===== src/stream_settings.svh =====
`ifndef STREAM_SETTINGS_SVH
`define STREAM_SETTINGS_SVH

// data byte carried through every stage
`define STREAM_BYTE_W 8

// packed output word, two bytes with the earlier one in the low half
`define STREAM_WORD_W 16

// opcode field that travels next to each input byte
`define STREAM_OP_W 2

`endif


===== src/stream_pkg.sv =====
`include "stream_settings.svh"

package stream_pkg;

  // per-byte operation selected at the stream input
  typedef enum logic [`STREAM_OP_W-1:0] {
    op_pass,    // unchanged
    op_invert,  // bitwise not
    op_swap,    // nibble swap
    op_sum      // running sum with accumulator
  } stream_op_e;

  // packer pairing state
  typedef enum logic {
    pk_low,     // next byte is the low half
    pk_high     // low half held, waiting for the high half
  } pack_state_e;

endpackage


===== src/byte_packer.sv =====
`timescale 1ns/1ns
`include "stream_settings.svh"

module byte_packer
  import stream_pkg::*;
(
  input  logic                      clk,
  input  logic                      rst_n,
  input  logic                      buf_valid,
  output logic                      buf_ready,
  input  logic [`STREAM_BYTE_W-1:0] buf_data,
  output logic                      out_valid,
  input  logic                      out_ready,
  output logic [`STREAM_WORD_W-1:0] out_word
);

  pack_state_e               state;
  logic [`STREAM_BYTE_W-1:0] low_byte;  // earlier byte of the pair
  logic                      buf_fire;
  logic                      word_done;

  // word register free or leaving this cycle
  assign buf_ready = !out_valid || out_ready;
  assign buf_fire  = buf_valid && buf_ready;
  assign word_done = buf_fire && state == pk_high;

  always_ff @(posedge clk) begin
    if (!rst_n) begin
      state <= pk_low;
    end else if (buf_fire) begin
      case (state)
        pk_low:  state <= pk_high;
        pk_high: state <= pk_low;
        default: state <= pk_low;
      endcase
    end
  end

  always_ff @(posedge clk) begin
    if (buf_fire && state == pk_low) begin
      low_byte <= buf_data;
    end
  end

  always_ff @(posedge clk) begin
    if (!rst_n) begin
      out_valid <= 1'b0;
    end else if (word_done) begin
      out_valid <= 1'b1;
    end else if (out_ready) begin
      out_valid <= 1'b0;
    end
  end

  // high byte goes in the upper half
  always_ff @(posedge clk) begin
    if (word_done) begin
      out_word <= {buf_data, low_byte};
    end
  end

endmodule


===== src/skid_buf.sv =====
`timescale 1ns/1ns
`include "stream_settings.svh"

module skid_buf #(
  parameter int OUT_REG = 1  // 1 puts a register stage on the output side
) (
  input  logic                      clk,
  input  logic                      rst_n,
  input  logic                      s_valid,
  output logic                      s_ready,
  input  logic [`STREAM_BYTE_W-1:0] s_data,
  output logic                      m_valid,
  input  logic                      m_ready,
  output logic [`STREAM_BYTE_W-1:0] m_data
);

  logic                      skid_valid;  // skid entry occupied
  logic [`STREAM_BYTE_W-1:0] skid_data;
  logic                      s_fire;
  logic                      out_stall;   // main entry cannot take the incoming byte

  // ready is the inverse of a flop, so it never depends on s_valid
  assign s_ready = !skid_valid;
  assign s_fire  = s_valid && s_ready;

  always_ff @(posedge clk) begin
    if (!rst_n) begin
      skid_valid <= 1'b0;
    end else if (s_fire && out_stall) begin
      skid_valid <= 1'b1;  // byte was in flight when the consumer stopped
    end else if (m_ready) begin
      skid_valid <= 1'b0;
    end
  end

  always_ff @(posedge clk) begin
    if (s_fire) begin
      skid_data <= s_data;
    end
  end

  if (OUT_REG != 0) begin : g_out_reg
    logic                      main_valid;
    logic [`STREAM_BYTE_W-1:0] main_data;
    logic                      main_load;

    assign main_load = !main_valid || m_ready;
    assign out_stall = main_valid && !m_ready;

    always_ff @(posedge clk) begin
      if (!rst_n) begin
        main_valid <= 1'b0;
      end else if (main_load) begin
        main_valid <= s_valid || skid_valid;
      end
    end

    // skid entry is older, so it goes out first
    always_ff @(posedge clk) begin
      if (main_load) begin
        main_data <= skid_valid ? skid_data : s_data;
      end
    end

    assign m_valid = main_valid;
    assign m_data  = main_data;
  end else begin : g_no_reg
    // main entry is the input itself, seen in the same cycle
    assign out_stall = !m_ready;
    assign m_valid   = s_valid || skid_valid;
    assign m_data    = skid_valid ? skid_data : s_data;
  end

endmodule


===== src/stream_alu_stage.sv =====
`timescale 1ns/1ns
`include "stream_settings.svh"

module stream_alu_stage
  import stream_pkg::*;
(
  input  logic                      clk,
  input  logic                      rst_n,
  input  logic                      in_valid,
  output logic                      in_ready,
  input  stream_op_e                in_op,
  input  logic [`STREAM_BYTE_W-1:0] in_data,
  output logic                      alu_valid,
  input  logic                      alu_ready,
  output logic [`STREAM_BYTE_W-1:0] alu_data
);

  localparam int HALF_W = `STREAM_BYTE_W / 2;

  logic                      in_fire;
  logic [`STREAM_BYTE_W-1:0] acc;       // running sum, only op_sum touches it
  logic [`STREAM_BYTE_W-1:0] sum;
  logic [`STREAM_BYTE_W-1:0] result;

  // output register can take a new byte when empty or draining this cycle
  assign in_ready = !alu_valid || alu_ready;
  assign in_fire  = in_valid && in_ready;

  assign sum = acc + in_data;  // wraps modulo 256

  always_comb begin
    case (in_op)
      op_pass:   result = in_data;
      op_invert: result = ~in_data;
      op_swap:   result = {in_data[HALF_W-1:0], in_data[`STREAM_BYTE_W-1:HALF_W]};
      op_sum:    result = sum;
      default:   result = in_data;
    endcase
  end

  always_ff @(posedge clk) begin
    if (!rst_n) begin
      alu_valid <= 1'b0;
    end else if (in_fire) begin
      alu_valid <= 1'b1;
    end else if (alu_ready) begin
      alu_valid <= 1'b0;  // result taken, nothing new behind it
    end
  end

  always_ff @(posedge clk) begin
    if (in_fire) begin
      alu_data <= result;
    end
  end

  always_ff @(posedge clk) begin
    if (!rst_n) begin
      acc <= '0;
    end else if (in_fire && in_op == op_sum) begin
      acc <= sum;
    end
  end

endmodule


===== src/stream_top.sv =====
`timescale 1ns/1ns
`include "stream_settings.svh"

module stream_top
  import stream_pkg::*;
(
  input  logic                      clk,
  input  logic                      rst_n,
  input  logic                      in_valid,
  output logic                      in_ready,
  input  stream_op_e                in_op,
  input  logic [`STREAM_BYTE_W-1:0] in_data,
  output logic                      out_valid,
  input  logic                      out_ready,
  output logic [`STREAM_WORD_W-1:0] out_word
);

  logic                      alu_valid;
  logic                      alu_ready;
  logic [`STREAM_BYTE_W-1:0] alu_data;

  logic                      buf_valid;
  logic                      buf_ready;
  logic [`STREAM_BYTE_W-1:0] buf_data;

  stream_alu_stage u_alu (
    .clk       (clk),
    .rst_n     (rst_n),
    .in_valid  (in_valid),
    .in_ready  (in_ready),
    .in_op     (in_op),
    .in_data   (in_data),
    .alu_valid (alu_valid),
    .alu_ready (alu_ready),
    .alu_data  (alu_data)
  );

  // registered output keeps the packer off the stage's timing path
  skid_buf #(
    .OUT_REG (1)
  ) u_skid (
    .clk     (clk),
    .rst_n   (rst_n),
    .s_valid (alu_valid),
    .s_ready (alu_ready),
    .s_data  (alu_data),
    .m_valid (buf_valid),
    .m_ready (buf_ready),
    .m_data  (buf_data)
  );

  byte_packer u_pack (
    .clk       (clk),
    .rst_n     (rst_n),
    .buf_valid (buf_valid),
    .buf_ready (buf_ready),
    .buf_data  (buf_data),
    .out_valid (out_valid),
    .out_ready (out_ready),
    .out_word  (out_word)
  );

endmodule

===== config.mk =====
export PLATFORM = sky130hd
export DESIGN_NAME = stream_top
export DESIGN_NICKNAME = d
export VERILOG_FILES = /design/src/stream_pkg.sv /design/src/byte_packer.sv /design/src/skid_buf.sv /design/src/stream_alu_stage.sv /design/src/stream_top.sv
export VERILOG_INCLUDE_DIRS = /design/src
export SDC_FILE = /design/constraint.sdc
export NUM_CORES = 1
export LEC_CHECK = 0
export BUFFER_PORTS_ARGS = -buffer_cell sky130_fd_sc_hd__buf_2
export CORE_ASPECT_RATIO = 1.25
export CORE_MARGIN = 4
export CORE_UTILIZATION = 58
export DETAILED_ROUTE_END_ITERATION = 7
export PLACE_DENSITY_LB_ADDON = 0.12
export REMOVE_ABC_BUFFERS = 1
export SYNTH_ARGS = -nofsm -noshare
export SYNTH_HDL_FRONTEND = slang
export SYNTH_SLANG_ARGS = --single-unit

===== constraint.sdc =====
create_clock -name clk -period 5.2 [get_ports clk]
set_clock_uncertainty 0.15 [all_clocks]
set_input_delay 0.52 -clock clk [delete_from_list [all_inputs] [get_ports clk]]
set_output_delay 0.52 -clock clk [all_outputs]
set_load 0.01 [all_outputs]

Yosys cells after proc, flatten, opt, wreduce, memory -nomap -nowiden

Cells that the tools add are included.
W data, S select, Z words.

Bits in registers: 61
Output and inout port bits: 18
Word-level logic and storage cells: 47

Add/subtract/negate cells: 1
Eq/ne operators: 4
Mux-type cells: 9
Bitwise gates (word level): 2
Reduce and logical (&&, ||, !) cells: 20

Operator list:

| operator             | number |
|---|---|
| $pmux W8 S4          | 1 |
| $add A8 B8 Y8        | 1 |
| $logic_and A1 B1 Y1  | 8 |
| $mux W8              | 1 |
| $not A8 Y8           | 1 |
| $mux W1              | 6 |
| $logic_not A1 Y1     | 5 |
| $eq A2 B2 Y1 const B | 2 |
| $logic_or A1 B1 Y1   | 4 |
| $reduce_bool A2 Y1   | 2 |
| $eq A2 B1 Y1 const B | 1 |
| $logic_not A2 Y1     | 1 |
| $ne A2 B2 Y1 const B | 1 |
| $pmux W1 S2          | 1 |
| $not A1 Y1           | 1 |

Longest topological paths before layout

Depth after elaboration: 6
Mapped depth: 8
Depth with buffers taken out: 8

Hierarchy

Synthesis repeated with hierarchy kept, for this count alone.

Cells, all modules: 198
Area, all modules: 2,650.0 µm²

Modules (own cells, without submodules):

| module           | instances | cells an instance | area each (µm²) |
|---|---|---|---|
| stream_alu_stage | 1         | 129               | 1,131.1 |
| byte_packer      | 1         | 35                | 823.3 |
| skid_buf         | 1         | 34                | 695.7 |

Worst setup path before layout

OpenSTA, ideal clock, no wires.

Path type: input-to-reg
Start point: input port in_data[0]
End point: register u_alu.alu_data[6] (data pin)
Setup time: 0.152 ns
Arrival time: 2.057 ns
Path slack: 2.841 ns
Stages: 8
Buffers on the path: 0
Cell sequence: ha_1 inv_1 fa_1 nor2b_4 o31a_1 or4b_1 o311a_1 a31oi_1

Word-level cells in the longest chain between the ends: 2

RTL lines:

| what                   | line                   | text |
|---|---|---|
| start: declaration     | stream_top.sv:12       | `` input logic [`STREAM_BYTE_W-1:0] in_data, `` |
| $add A8 B8 Y8          | stream_alu_stage.sv:29 | `assign sum = acc + in_data;` |
| $pmux W8 S4            | stream_alu_stage.sv:32 | `case (in_op)` |
| via u_alu.result[6]    | stream_alu_stage.sv:23 | `` logic [`STREAM_BYTE_W-1:0] result; `` |
| end signal: assignment | stream_alu_stage.sv:53 | `alu_data <= result;` |
| end: declaration       | stream_alu_stage.sv:15 | `` output logic [`STREAM_BYTE_W-1:0] alu_data `` |

The timed path passes the listed nets, and every way through them passes these cells.
A chain may end at the register's enable or synchronous reset.

Worst setup path after layout

Ends and elaborated chain as after synthesis.

==> summary.md <==
| Metric | Value |
|---|---|
| Reg2reg start | `u_alu.acc[0]$_SDFFE_PN0P_` |
| Rel. slew slack | `between 50 and 60%` |
| CP endpoint kind | `register` |
| Ranking of synthesized cells by area | `edfxtp_1, dfxtp_1, mux2_2` |
| Seq/Total Area, Yosys | `64.39%` |
| Worst-path clk slew | `0.06 ns` |
| Top FF cell, synth | `edfxtp_1` |
| CTS max path bufs | `2` |
| Fin. Hold Viols | `0` |
| Largest net degree at the start of global routing | `30` |
| Initial Utilization | `60.17%` |
| Max-slew violation count | `0` |
| HP Class | `register to register` |
| Vias | `1727` |
| Global-route wire length before repair | `7686 um` |
| RePlAce Congestion | `0.8434` |
| DRT Pass-1 Iters | `4` |
| Clk sinks | `just over 60` |
| Xor/xnor share of the synthesized area | `less than 1%` |
| Tcrit/Tclk final | `44.82%` |
| Worst hold start | `u_pack.low_byte[6]$_DFFE_PP_` |
| Tightest Pin Transition | `0.7211 ns` |
| Max-cap violations | `0` |
| Avg WL per Cell | `14.92 um` |
| Simple logic cell fraction of the synthesized area | `12.22%` |
| WHS Path Cells | `0` |
| Num rows | `27` |
| CP Launch Type | `input pin` |
| Synth Warn # | `0` |
| F_max | `0.4290 GHz` |
| Final Net Count | `265` |
| Root Buffer | `clkbuf_8` |
| Area growth syn-to-layout | `14.77%` |
| Reg2reg end | `u_alu.alu_data[6]$_DFFE_PP_` |
| Yosys top cell area share | `54.55%` |
| Initial antenna violation count | `0` |
| Final Non-Filler Cells | `306` |
| Synth Area in Adders | `4.072%` |
| CTS HTree Levels | `3` |
| Largest area contributor in the netlist | `edfxtp_1` |
| Worst path arrival time | `2.33 ns` |
| RSZ-0062 raised after global routing | `false` |
| Worst VDD drop | `0.1693 mV` |
| Compound-Gate Fraction of Synth Area | `12.03%` |
| Die height | `83.47 um` |
| Total grt overflow | `0` |
| Die ar. | `5707 sq um` |
| Type of the worst setup path | `input pin to register` |
| Mapped Cells | `209` |
| Final-report setup violation count | `0` |
| Synth cell count leaders | `edfxtp_1, nand2_1, a21oi_1` |
| Number of global-route vias before repair | `approximately 1700` |
| Placed Cells | `290` |
| Setup TNS | `0 ns` |
| Worst R2R Path Depth | `8` |
| Endpoint, Worst Hold | `u_pack.out_word[6]$_DFFE_PP_` |
| DRT antenna net count | `0` |
| Status | `finished, final reports clean` |
| Synthesized area | `2643 sq um` |
| CTS Hold Buffers Added | `0` |
| Num CTS Buffers | `9` |
| Core ar. | `4392 sq um` |
| Fillers | `331` |
| Post-CTS Setup Inserts | `0` |
| Count leader, synth | `edfxtp_1` |
| Pwr dens | `342.5 nW/um^2` |
| R2R Setup Slk | `about 2.9 ns` |
| Max Fanout on Critical Path | `3` |
| Tmin final | `between 2 and 2.5 ns` |
| Starting DRT DRC Count | `91` |
| Ant diodes | `0` |
| Multiplexer area fraction after synthesis | `4.640%` |
| Drt drc | `0` |
| Post-synth EDFFs | `48` |
| Die width | `approximately 68 um` |
| Average cell area after synthesis | `12.64 sq um` |
| Leakage | `1.141 nW` |
| Worst-skew pair later-pin latency | `~0.32 ns` |
| Main combinational cell family by area after synthesis | `simple AND/OR/NAND/NOR gates` |
| # IOs | `32` |
| Yosys cell types | `between 40 and 50` |
| DR vias/cell | `5.644` |
| TritonCTS clock tree | `built` |
| Post-synth ARST share | `0%` |
| Buffers on Ports | `31` |
| Post-cts sizing count | `0` |
| DP HPWL | `3365 um` |
| Req. time, crit path | `5.20 ns` |
| #FFs+latches synth | `61` |
| WL final | `approximately 4600 um` |
| Share of layout cells above drive strength 1 | `22.58%` |
| GRT Total Usage | `about 18%` |
-- logic make-up after synthesis --
logic type | count (synthesis)
AO/OA/AOI/OAI | 50
multiplexers | 11
buffers and inverters | 14
AND/OR/NAND/NOR | 63
XOR/XNOR | 2
flip-flops | 61
adder cells (fa/ha/maj) | 8
-- layout make-up --
class | count | area, sq um | area share, %
Timing Repair Buffer | 31 | 155.1 | 5.116
Clock buffer | 12 | 145.1 | 4.785
Inverter | 6 | 22.52 | 0.7426
Tap cell | 58 | 72.57 | 2.393
Multi-Input combinational cell | 134 | 888.4 | 29.29
Clock inverter | 4 | 47.55 | 1.568
Sequential cell | 61 | 1702 | 56.11
-- sequential cells by signal, indices dropped and copies added (netlist names), 8 cells and up --
name              flops
u_skid.skid_data      8
u_alu.alu_data        8
u_pack.low_byte       8
u_pack.out_word      16
u_alu.acc             8
u_skid.m_data         8
-- power by group --
group / total (mW) / switching, mW / internal, mW
registers: 0.560 / 0.00902 / 0.551
logic: 0.0794 / 0.0461 / 0.0333
clock network: 0.400 / 0.167 / 0.233
-- worst max-delay path by stage --
stage	endpoint	cells after the start	startpoint
after floorplan	u_alu.alu_data[6]$_DFFE_PP_	8	in_data[0]
after global placement	u_alu.alu_data[6]$_DFFE_PP_	9	in_data[0]
after detailed placement	u_alu.alu_data[6]$_DFFE_PP_	9	in_data[0]
after CTS	u_alu.alu_data[6]$_DFFE_PP_	8	u_alu.acc[0]$_SDFFE_PN0P_
after global routing	u_alu.alu_data[6]$_DFFE_PP_	8	u_alu.acc[0]$_SDFFE_PN0P_
final	u_alu.alu_data[6]$_DFFE_PP_	9	in_data[0]
-- placed cells by master (no fill, tap or decap), drive strengths merged, types with 2 or more instances in the layout --
master,synthesis,final
edfxtp,48,48
buf,4,31
nand2,19,19
a21oi,18,18
nor2,14,14
dfxtp,13,13
clkbuf,4,12
mux2,10,10
o21ai,9,9
nor2b,8,8
ha,7,7
inv,6,6
a21boi,6,6
nand3,5,5
and3,3,3
nand3b,3,3
a211oi,3,3
and2,2,2
nand2b,2,2
o21a,2,2
a21o,2,2
xnor2,2,2
nand4,2,2
nor3,2,2
clkinv,0,2
-- metrics by stage --
step | area, sq um | setup slack, ns | power (mW) | util (%) | hold slack, ns
2_1_floorplan | 2613 | 2.841 | 0.6189 | - | 0.2503
3_3_place_gp | 2840 | 2.646 | 0.6428 | 64.67 | 0.2523
3_5_place_dp | 2840 | 2.565 | 0.6487 | 64.67 | 0.2601
4_1_cts | 3033 | 2.893 | 1.049 | 69.06 | 0.2785
5_1_grt | 3033 | 2.803 | 1.090 | 69.06 | 0.2895
6_report | 3033 | 2.869 | 1.039 | 69.06 | 0.2745
-- critical path, cell delays in order --
cell	delay (ns)
buf_2	0.11
ha_1	0.22
inv_1	0.07
fa_1	0.25
nor2b_4	0.05
o31a_1	0.26
or4b_1	0.47
o311a_1	0.15
a31oi_1	0.21
-- metal layers --
layer	routed length [um]	part of all wire [%]	track usage (%)
met2	2495	55	32.19
met4	114	2.5	9.765
met3	246	5.4	4.852
met5	0	0	0
met1	1709	37	19.31
No activity file was read; power rests on OpenSTA's default activity.
